--- src/common/iopage_pkg.sv ---
/*
 * iopage shared definitions: register addresses, interrupt vectors,
 * console timing and the bus and reply types used by every device block.
 */
package iopage_pkg;

   localparam int IOPAGE_AW = 13;

   localparam logic [IOPAGE_AW-1:0] ADDR_SWITCH  = 13'o17570;
   localparam logic [IOPAGE_AW-1:0] ADDR_PSW     = 13'o17776;
   localparam logic [IOPAGE_AW-1:0] ADDR_CLK_CSR = 13'o17546;
   localparam logic [IOPAGE_AW-1:0] ADDR_TT_XCSR = 13'o17564;
   localparam logic [IOPAGE_AW-1:0] ADDR_TT_XBUF = 13'o17566;

   localparam logic [7:0] VEC_CLK = 8'o100;
   localparam logic [7:0] VEC_TT  = 8'o064;

   localparam int IPL_CLK_BIT = 6;
   localparam int IPL_TT_BIT  = 4;

   localparam int TT_BIT_CYCLES = 16;
   localparam int TT_CNT_W      = $clog2(TT_BIT_CYCLES);
   localparam int TT_FRAME_BITS = 10; // start, 8 data, stop.

   typedef struct packed {
      logic [IOPAGE_AW-1:0] addr;
      logic [15:0]          wdata;
      logic                 rd;
      logic                 wr;
      logic                 byte_op;
   } iopage_req_t;

   typedef struct packed {
      logic [15:0] rdata;
      logic        decode;
   } dev_resp_t;

   typedef struct packed {
      logic       request;
      logic [7:0] vector;
   } irq_t;

   typedef struct packed {
      logic [7:0] unused_hi;
      logic       monitor;
      logic       enable;
      logic [5:0] unused_lo;
   } lclk_csr_t;

   typedef struct packed {
      logic [7:0] unused_hi;
      logic       ready;
      logic       enable;
      logic [5:0] unused_lo;
   } tt_xcsr_t;

   typedef union packed {
      lclk_csr_t lclk;
      tt_xcsr_t  xcsr;
   } csr_word_u;

   // registers sit on word addresses, so an odd byte address hits the same word.
   function automatic logic word_match(input logic [IOPAGE_AW-1:0] addr,
                                       input logic [IOPAGE_AW-1:0] word);
      return addr[IOPAGE_AW-1:1] == word[IOPAGE_AW-1:1];
   endfunction

   // true when the access touches the low byte of the word.
   function automatic logic low_lane(input iopage_req_t req);
      return !(req.byte_op && req.addr[0]);
   endfunction

   function automatic logic [15:0] lane_merge(input logic [15:0] old_word,
                                              input iopage_req_t req);
      logic [15:0] merged;
      merged = req.wdata;
      if (req.byte_op)
      begin
         if (req.addr[0])
            merged = {req.wdata[15:8], old_word[7:0]};
         else
            merged = {old_word[15:8], req.wdata[7:0]};
      end
      return merged;
   endfunction

endpackage

--- src/design/switch_reg.sv ---
/*
 * Front panel switch and display register. Reads return the switches,
 * writes load the display lights with byte lane support.
 */
`timescale 1ns/1ps

module switch_reg (
   input  logic                    clk,
   input  logic                    reset,
   input  iopage_pkg::iopage_req_t req,
   output iopage_pkg::dev_resp_t   resp,
   input  logic [15:0]             switches,
   output logic [15:0]             display
);

   logic        wr_display;
   logic [15:0] display_q;

   assign resp.decode = iopage_pkg::word_match(req.addr, iopage_pkg::ADDR_SWITCH);
   assign resp.rdata  = switches;

   assign wr_display = req.wr & resp.decode;

   always_ff @(posedge clk)
   begin
      if (reset)
      begin
         display_q <= 16'h0000;
      end
      else if (wr_display)
      begin
         display_q <= iopage_pkg::lane_merge(display_q, req); // untouched lane keeps its bits.
      end
   end

   assign display = display_q;

endmodule

--- src/design/psw_reg.sv ---
/*
 * Processor status word window. Reads show the live PSW and a write
 * strobes the CPU to load the bus data into its status word.
 */
`timescale 1ns/1ps

module psw_reg (
   input  iopage_pkg::iopage_req_t req,
   output iopage_pkg::dev_resp_t   resp,
   input  logic [15:0]             psw,
   output logic                    psw_io_wr
);

   logic psw_hit;

   assign psw_hit = iopage_pkg::word_match(req.addr, iopage_pkg::ADDR_PSW);

   assign resp.decode = psw_hit;
   assign resp.rdata  = psw;

   // the CPU owns the register and takes data_in in this same cycle.
   assign psw_io_wr = req.wr & psw_hit;

endmodule

--- src/design/line_clock.sv ---
/*
 * Line clock. Holds the monitor and interrupt enable bits of the clock CSR
 * and raises an interrupt on each mains tick while enabled.
 */
`timescale 1ns/1ps

module line_clock (
   input  logic                    clk,
   input  logic                    reset,
   input  iopage_pkg::iopage_req_t req,
   output iopage_pkg::dev_resp_t   resp,
   input  logic                    lclk_tick,
   input  logic                    interrupt_ack,
   output iopage_pkg::irq_t        irq
);

   iopage_pkg::csr_word_u wr_word;
   logic                  wr_csr;
   logic                  monitor_q;
   logic                  enable_q;
   logic                  request_q;

   assign resp.decode = iopage_pkg::word_match(req.addr, iopage_pkg::ADDR_CLK_CSR);
   assign resp.rdata  = {8'h00, monitor_q, enable_q, 6'b000000};

   assign wr_word = req.wdata;
   assign wr_csr  = req.wr & resp.decode & iopage_pkg::low_lane(req); // both bits live in the low byte.

   always_ff @(posedge clk)
   begin
      if (reset)
      begin
         monitor_q <= 1'b0;
         enable_q  <= 1'b0;
         request_q <= 1'b0;
      end
      else
      begin
         if (wr_csr)
         begin
            enable_q <= wr_word.lclk.enable;
            if (!wr_word.lclk.monitor)
               monitor_q <= 1'b0; // software can only clear monitor.
         end
         if (lclk_tick)
            monitor_q <= 1'b1;

         if (interrupt_ack)
            request_q <= 1'b0;
         if (lclk_tick && enable_q)
            request_q <= 1'b1; // a fresh tick beats a same-cycle ack.
      end
   end

   assign irq.request = request_q;
   assign irq.vector  = iopage_pkg::VEC_CLK;

endmodule

--- src/console/console_tx.sv ---
/*
 * Console transmitter. XCSR and XBUF registers, a 10 bit serial shifter
 * clocked by a fixed bit-period divider, and the transmit interrupt.
 */
`timescale 1ns/1ps

module console_tx (
   input  logic                    clk,
   input  logic                    reset,
   input  iopage_pkg::iopage_req_t req,
   output iopage_pkg::dev_resp_t   resp,
   input  logic                    interrupt_ack,
   output iopage_pkg::irq_t        irq,
   output logic                    tx
);

   iopage_pkg::csr_word_u                  wr_word;
   logic                                   xcsr_hit;
   logic                                   xbuf_hit;
   logic                                   wr_low;
   logic                                   wr_xcsr;
   logic                                   wr_xbuf;
   logic                                   ready_q;
   logic                                   enable_q;
   logic                                   request_q;
   logic [7:0]                             xbuf_q;
   logic [iopage_pkg::TT_FRAME_BITS-1:0]   shift_q;
   logic [iopage_pkg::TT_CNT_W-1:0]        cycle_cnt;
   logic [3:0]                             bit_cnt;
   logic                                   bit_end;
   logic                                   frame_done;

   assign xcsr_hit = iopage_pkg::word_match(req.addr, iopage_pkg::ADDR_TT_XCSR);
   assign xbuf_hit = iopage_pkg::word_match(req.addr, iopage_pkg::ADDR_TT_XBUF);

   assign resp.decode = xcsr_hit | xbuf_hit;
   assign resp.rdata  = xbuf_hit ? {8'h00, xbuf_q} : {8'h00, ready_q, enable_q, 6'b000000};

   assign wr_word = req.wdata;
   assign wr_low  = req.wr & iopage_pkg::low_lane(req);
   assign wr_xcsr = wr_low & xcsr_hit;
   assign wr_xbuf = wr_low & xbuf_hit & ready_q; // busy writes are dropped.

   assign bit_end    = cycle_cnt == iopage_pkg::TT_CNT_W'(iopage_pkg::TT_BIT_CYCLES - 1);
   assign frame_done = !ready_q && bit_end &&
                       bit_cnt == 4'(iopage_pkg::TT_FRAME_BITS - 1);

   // shift_q idles all ones so tx rests high between frames.
   always_ff @(posedge clk)
   begin
      if (reset)
      begin
         shift_q   <= '1;
         cycle_cnt <= '0;
         bit_cnt   <= 4'd0;
         ready_q   <= 1'b1;
      end
      else if (wr_xbuf)
      begin
         shift_q   <= {1'b1, req.wdata[7:0], 1'b0}; // stop, data, start.
         cycle_cnt <= '0;
         bit_cnt   <= 4'd0;
         ready_q   <= 1'b0;
      end
      else if (!ready_q)
      begin
         cycle_cnt <= cycle_cnt + 1'b1;
         if (bit_end)
         begin
            cycle_cnt <= '0;
            shift_q   <= {1'b1, shift_q[iopage_pkg::TT_FRAME_BITS-1:1]};
            bit_cnt   <= bit_cnt + 4'd1;
         end
         if (frame_done)
            ready_q <= 1'b1;
      end
   end

   always_ff @(posedge clk)
   begin
      if (wr_xbuf)
         xbuf_q <= req.wdata[7:0];
   end

   always_ff @(posedge clk)
   begin
      if (reset)
      begin
         enable_q  <= 1'b0;
         request_q <= 1'b0;
      end
      else
      begin
         if (wr_xcsr)
            enable_q <= wr_word.xcsr.enable;

         if (interrupt_ack)
            request_q <= 1'b0;
         if (frame_done && enable_q)
            request_q <= 1'b1;
         if (wr_xcsr && wr_word.xcsr.enable && !enable_q && ready_q)
            request_q <= 1'b1; // enabling while idle interrupts at once.
      end
   end

   assign tx          = shift_q[0];
   assign irq.request = request_q;
   assign irq.vector  = iopage_pkg::VEC_TT;

endmodule

--- src/design/iopage.sv ---
/*
 * I/O page top level. Decodes the bus request, multiplexes device read data,
 * flags unclaimed accesses and merges device interrupts into one request.
 */
`timescale 1ns/1ps

module iopage (
   input  logic        clk,
   input  logic        reset,
   input  logic [21:0] address,
   input  logic [15:0] data_in,
   input  logic        iopage_rd,
   input  logic        iopage_wr,
   input  logic        iopage_byte_op,
   output logic [15:0] data_out,
   output logic        no_decode,
   output logic        interrupt,
   output logic [7:0]  interrupt_ipl,
   input  logic [7:0]  ack_ipl,
   output logic [7:0]  vector,
   input  logic [15:0] switches,
   output logic [15:0] display,
   input  logic [15:0] psw,
   output logic        psw_io_wr,
   input  logic        lclk_tick,
   output logic        tx
);

   iopage_pkg::iopage_req_t req;
   iopage_pkg::dev_resp_t   sw_resp;
   iopage_pkg::dev_resp_t   psw_resp;
   iopage_pkg::dev_resp_t   clk_resp;
   iopage_pkg::dev_resp_t   tt_resp;
   iopage_pkg::irq_t        clk_irq;
   iopage_pkg::irq_t        tt_irq;
   logic                    good_decode;

   assign req.addr    = address[iopage_pkg::IOPAGE_AW-1:0]; // upper bits select the page.
   assign req.wdata   = data_in;
   assign req.rd      = iopage_rd;
   assign req.wr      = iopage_wr;
   assign req.byte_op = iopage_byte_op;

   assign data_out = sw_resp.decode  ? sw_resp.rdata :
                     psw_resp.decode ? psw_resp.rdata :
                     clk_resp.decode ? clk_resp.rdata :
                     tt_resp.decode  ? tt_resp.rdata :
                     16'h0000;

   assign good_decode = sw_resp.decode | psw_resp.decode | clk_resp.decode | tt_resp.decode;
   assign no_decode   = (iopage_rd | iopage_wr) & ~good_decode;

   assign interrupt = clk_irq.request | tt_irq.request;

   always_comb
   begin
      interrupt_ipl = 8'h00;
      interrupt_ipl[iopage_pkg::IPL_CLK_BIT] = clk_irq.request;
      interrupt_ipl[iopage_pkg::IPL_TT_BIT]  = tt_irq.request;
   end

   // the line clock wins when both devices are waiting.
   assign vector = clk_irq.request ? clk_irq.vector :
                   tt_irq.request  ? tt_irq.vector :
                   8'h00;

   switch_reg u_switch_reg (
      .clk      (clk),
      .reset    (reset),
      .req      (req),
      .resp     (sw_resp),
      .switches (switches),
      .display  (display)
   );

   psw_reg u_psw_reg (
      .req       (req),
      .resp      (psw_resp),
      .psw       (psw),
      .psw_io_wr (psw_io_wr)
   );

   line_clock u_line_clock (
      .clk           (clk),
      .reset         (reset),
      .req           (req),
      .resp          (clk_resp),
      .lclk_tick     (lclk_tick),
      .interrupt_ack (ack_ipl[iopage_pkg::IPL_CLK_BIT]),
      .irq           (clk_irq)
   );

   console_tx u_console_tx (
      .clk           (clk),
      .reset         (reset),
      .req           (req),
      .resp          (tt_resp),
      .interrupt_ack (ack_ipl[iopage_pkg::IPL_TT_BIT]),
      .irq           (tt_irq),
      .tx            (tx)
   );

endmodule

--- config.mk ---
export PLATFORM = sky130hd
export DESIGN_NAME = iopage
export DESIGN_NICKNAME = d
export VERILOG_FILES = /design/src/common/iopage_pkg.sv /design/src/design/switch_reg.sv /design/src/design/psw_reg.sv /design/src/design/line_clock.sv /design/src/console/console_tx.sv /design/src/design/iopage.sv
export SDC_FILE = /design/constraint.sdc
export NUM_CORES = 1
export LEC_CHECK = 0
export ABC_AREA = 1
export BUFFER_PORTS_ARGS = -buffer_cell sky130_fd_sc_hd__clkbuf_2
export CAP_MARGIN = 30
export CORE_MARGIN = 5
export CORE_UTILIZATION = 35
export DETAILED_ROUTE_END_ITERATION = 10
export HOLD_SLACK_MARGIN = 0.12
export PLACE_DENSITY = 0.75
export SETUP_SLACK_MARGIN = 0.05
export SLEW_MARGIN = 40
export SYNTH_ARGS = -nofsm -noshare
export SYNTH_HDL_FRONTEND = slang
export SYNTH_SLANG_ARGS = --single-unit
--- constraint.sdc ---
create_clock -name clk -period 2.4 [get_ports clk]
set_input_delay 0.6 -clock clk [delete_from_list [all_inputs] [get_ports clk]]
set_output_delay 0.6 -clock clk [all_outputs]
set_load 0.1 [all_outputs]
# --- Word level (Yosys, flattened, before mapping) ---
# Cells that the tools add are included.
word_totals:
  output_inout_bits: 52
  reg_bits: 47
  word_cells: 87
  in_bits: 84
classes:
  muxes: 24
  addsub: 2
  eq_ne: 11
  reduce_logical: 21
  bitwise_logic: 17
ops:
  columns: ["operator", "n"]
  rows:
  - ["2-to-1 mux 16 bit", 6]
  - ["== test 12 bit, second input constant", 5]
  - ["2-to-1 mux 9 bit", 3]
  - ["2-to-1 mux 1 bit", 11]
  - ["AND reduction 2 bit", 5]
  - ["bitwise AND 1 bit", 9]
  - ["adder 4 x 1 -> 4 bit, second input constant", 2]
  - ["== test 4 bit, second input constant", 2]
  - ["logical AND 1 bit", 8]
  - ["2-to-1 mux 8 bit", 1]
  - ["2-to-1 mux 7 bit", 1]
  - ["2-to-1 mux 6 bit", 1]
  - ["OR 1 bit", 6]
  - ["nonzero test 2 bit", 3]
  - ["2-to-1 mux 4 bit", 1]
  - ["!= test 2 x 1 -> 1 bit, second input constant", 2]
  - ["!= test 2 bit, second input constant", 2]
  - ["logical NOT 1 bit", 3]
  - ["nonzero test 3 bit", 1]
  - ["NOT 1 bit", 2]
  - ["OR reduction 2 bit", 1]

# --- Logic depth before layout (Yosys ltp) ---
logic_depth:
  word_depth: 8
  depth_mapped: 10
  depth_no_buf: 10

# --- Modules after synthesis ---
# Synthesis repeated with hierarchy kept, for this count alone.
unflattened:
  cells_unflattened: 668
  area_unflattened_um2: 4225.3
by_module_without_submodules:
  columns: ["mod", "cells_each", "seq_area_each_um2", "area_per_inst_um2", "instances"]
  rows:
  - ["console_tx", 216, 640.6, 1660.3, 1]
  - ["switch_reg", 177, 320.3, 1097.3, 1]
  - ["iopage", 181, 0.0, 883.3, 1]
  - ["line_clock", 64, 60.1, 406.6, 1]
  - ["psw_reg", 30, 0.0, 177.7, 1]

# --- Least setup slack after synthesis ---
# No wires, ideal clock.
synth_timing:
  path_type: "input to output"
  from: "in address[11]"
  to: "out no_decode"
  arrival_time_ns: 3.304
  required_ns: 1.800
  setup_slack_ns: -1.504
  path_stages: 8
  n_path_buf: 1
  cell_sequence: "nand2_1 -> nor2_2 -> nand2_4 -> nor2_8 -> inv_1 -> buf_2 -> o21ai_0 -> nor3_1"
synth_between:
  elab_chain_len: 6
  elab_cells_between_ends: 11
  classes_between: "eq/ne (5); bitwise (6)"
synth_lines:
  columns: ["element", "line_no", "source"]
  rows:
  - ["start, declared", "iopage.sv:10", "input logic [21:0] address,"]
  - ["== test 12 bit", "iopage_pkg.sv:65", "return addr[IOPAGE_AW-1:1] == word[IOPAGE_AW-1:1];"]
  - ["OR 1 bit (2 in series)", "iopage.sv:50", "assign good_decode = sw_resp.decode | psw_resp.decode | clk_resp.decode | tt_resp.decode;"]
  - ["OR 1 bit *", "iopage.sv:50", null]
  - ["NOT 1 bit *", "iopage.sv:51", "assign no_decode = (iopage_rd | iopage_wr) & ~good_decode;"]
  - ["bitwise AND 1 bit *", "iopage.sv:51", null]
  - ["end, declared", "iopage.sv:16", "output logic no_decode,"]
# Mark *: on every way between the ends. The rest lies on a longest branch, timed or not.

# --- Worst setup path after layout ---
layout_timing:
  from: "in address[9]"
  to: "out data_out[4]"
layout_between:
  elab_chain_len: 6
  elab_cells_between_ends: 11
  classes_between: "eq/ne (5); mux (5); bitwise (1)"
layout_lines:
  columns: ["element", "line_no", "source"]
  rows:
  - ["== test 12 bit", "iopage_pkg.sv:65", null]
  - ["2-to-1 mux 8 bit / OR 1 bit (equally long branches)", "console_tx.sv:37, console_tx.sv:36", null]
  - ["2-to-1 mux 16 bit", "iopage.sv:47", "tt_resp.decode ? tt_resp.rdata :"]
  - ["2-to-1 mux 16 bit", "iopage.sv:46", "clk_resp.decode ? clk_resp.rdata :"]
  - ["2-to-1 mux 16 bit", "iopage.sv:45", "psw_resp.decode ? psw_resp.rdata :"]
  - ["2-to-1 mux 16 bit *", "iopage.sv:44", "assign data_out = sw_resp.decode ? sw_resp.rdata :"]
  - ["end, declared", "iopage.sv:15", "output logic [15:0] data_out,"]
# Marks and branches as above.

==> metrics.txt <==
Post-Route M1 WL 3.17 mm; CTS clk-pin slew, worst paths 80 ps; max_cap viols 0; first drt pass iteration count 4; length of routed met2 wiring 4.28 mm; Crit path required time 1800 ps; actual slew at the worst max-slew pin 558 ps; WHS 471 ps; crit end category primary output; hold_buf cts 0; maximum vdd ir drop 0.331 mV; Pwr per Cell Area 404 nW/um^2; critical path peak fanout 6; hold crit path type reg2reg; Seq/Total Area, Yosys 38.0%; number of inserted diodes 0; Post-Syn Area 2690 um^2; Slew HR 62.9%; post-detail-place hpwl 6.38 mm; First DRT Iteration DRCs 134; RSZ-0062 raised after global routing yes; CP max-delay cell nor2_4; row count 32; commonest non-fill, non-tap cells in the layout nand2_1 (93), clkbuf_2 (84), nor2_1 (44), dfxtp_1 (39), inv_1 (34); Post-synth EDFFs 8; TritonCTS clock tree yes; violated checks setup timing; # H-tree levels 2; Final Setup Violations 11; Ys Warns 0; die width 97.7 um; final core utilization 56.0%; Hold Vio Cnt, Final 0; FMAX 0.402 GHz; asr flop ratio synth 0%; number of fillers in the final layout 685; vias per cell 4.71; distinct cell type count after synthesis 30; WL met3 435 um; WL per Instance 12.9 um; Crit path top cell by count nor2_4; Placeable Area 7610 um^2; Power Total 1.72 mW; Startpoint Class primary input; antenna violations before repair 0; Final Instance Count excl. Fillers 634; clk_lat worst skew 290 ps; routability cong. 0.897; port buffer count 110; GRT overflow 0; final antenna-violating net count 0; Num CTS Buffers 5; clock skew 7.47 ps; Final nets 618; ys flop type dfxtp_1; TritonCTS Sinks 47; Slew Viols, Final 0; CP Data Arrival Time 1890 ps; first-pass GRT wire length 13.1 mm; proportion of layout cells with a drive suffix above 1 41.2%; DR top layer met4; Syn Area/Cell 6.78 um^2; minimum clock period 2490 ps; clk root buf clkbuf_8; Die Area 9540 um^2; CP Cell Sequence buf_8, nand2_8, nor2_4, nand2_4, nor2_4, nand2_1, nand3_1, o21ai_1, buf_4, clkinvlp_4, buf_12; max incr delay on CP 280 ps; CTS Buffer Depth 2; placed insts 617; static leakage 2.08 nW; Synth Instances 397; DRT Wirelength 8.18 mm; Final period util 104%; Yosys reg bits 47; fin worst setup slack -90.0 ps; worst slack, placed -113 ps; critical path class in2out; Initial Util 35.4%; height of the die 97.7 um; area delta synth->final 58.3%; status complete, but fails checks; Residual DRC 0; pin count of the biggest net entering global routing 23; vias in the first global route 2868; total track usage 16.5%; via count 2984; I/O pin count 136; commonest non-fill, non-tap cell in the layout nand2_1
-- state kept, by name, summed over array words and instances (netlist names) --
register and cells:
u_console_tx.bit_cnt 4, u_console_tx.cycle_cnt 4, u_console_tx.enable_q 1, u_console_tx.ready_q 1, u_console_tx.request_q 1, u_console_tx.shift_q 9
u_console_tx.xbuf_q 8, u_line_clock.enable_q 1, u_line_clock.monitor_q 1, u_line_clock.request_q 1, u_switch_reg.display 16
-- critical path, delay by kind of cell --
kind | cells | cell delay [ps]
buffers and inverters | 4 | 460
and+or+nand+nor | 6 | 750
AOI/OAI and AO/OA | 1 | 70
-- synthesized netlist by cell type (3+ instances only) --
master,count,share of area (%)
nand2_1,111,15
nor2_1,49,6.8
inv_1,44,6.1
nand3_1,41,7.6
dfxtp_1,39,29
a21oi_1,22,4.1
buf_4,17,4.7
o21ai_0,17,3.2
nand4_1,10,2.3
buf_2,8,1.5
edfxtp_1,8,8.9
ha_1,3,1.4
nor2_2,3,0.70
nor3_1,3,0.56
o21ai_1,3,0.56
-- timing repair --
action                                  CTS  global route
endpoints found under the setup margin   18            18
setup buffers                             6             3
pin swaps                                11            15
endpoints found under the hold margin     0             0
resized for setup                        26            37
cloned                                    1             0
-- layer usage --
layer,track usage (%),vias to the layer above
met5,0,-
met4,7.45,0
met3,2.94,20
met2,30.3,106
met1,18.3,1354
li1,-,1504
-- cell type report --
cell class	count	area (um^2)	area share [%]
multi-input combinational	285	1600	37.5
timing repair buffer	147	1200	28.1
sequential	47	1020	24.0
inverter	45	183	4.29
tap	102	128	3.00
clock buffer	6	72.6	1.70
clock inverter	2	60.1	1.41
-- power by group --
part / internal [mW] / total [mW] / switching, mW / leakage (nW)
sequential: 0.801 / 0.802 / 0.000962 / 0.387
clock: 0.416 / 0.675 / 0.258 / 0.0654
combinational: 0.0811 / 0.245 / 0.163 / 1.63
total: 1.30 / 1.72 / 0.423 / 2.08
-- cell families after synthesis --
family,share of synthesized area [%]
adder cells (fa/ha/maj),1.40
AO/OA/AOI/OAI,9.21
other,0.139
buffers and inverters,13.6
XOR/XNOR,0.326
flip-flops,38.0
AND/OR/NAND/NOR,37.3
-- worst paths after layout --
kind / startpoint / endpoint / slack, ps / cells past startpoint
min: u_console_tx.bit_cnt[3] / u_console_tx.bit_cnt[3] / 470 / 2
max reg2reg: u_console_tx.cycle_cnt[0] / u_console_tx.request_q / 810 / 9
min reg2reg: u_console_tx.bit_cnt[3] / u_console_tx.bit_cnt[3] / 470 / 2
max: address[9] / data_out[4] / -90 / 11
-- per-stage QoR --
step | TNS (ps) | area [um^2]
finish | -396 | 4260
CTS | -710 | 4140
global placement | -442 | 3810
global route | -1350 | 4260
floorplan | -332 | 2840
detailed placement | -863 | 3810
Power figures use the tool's default switching activity.
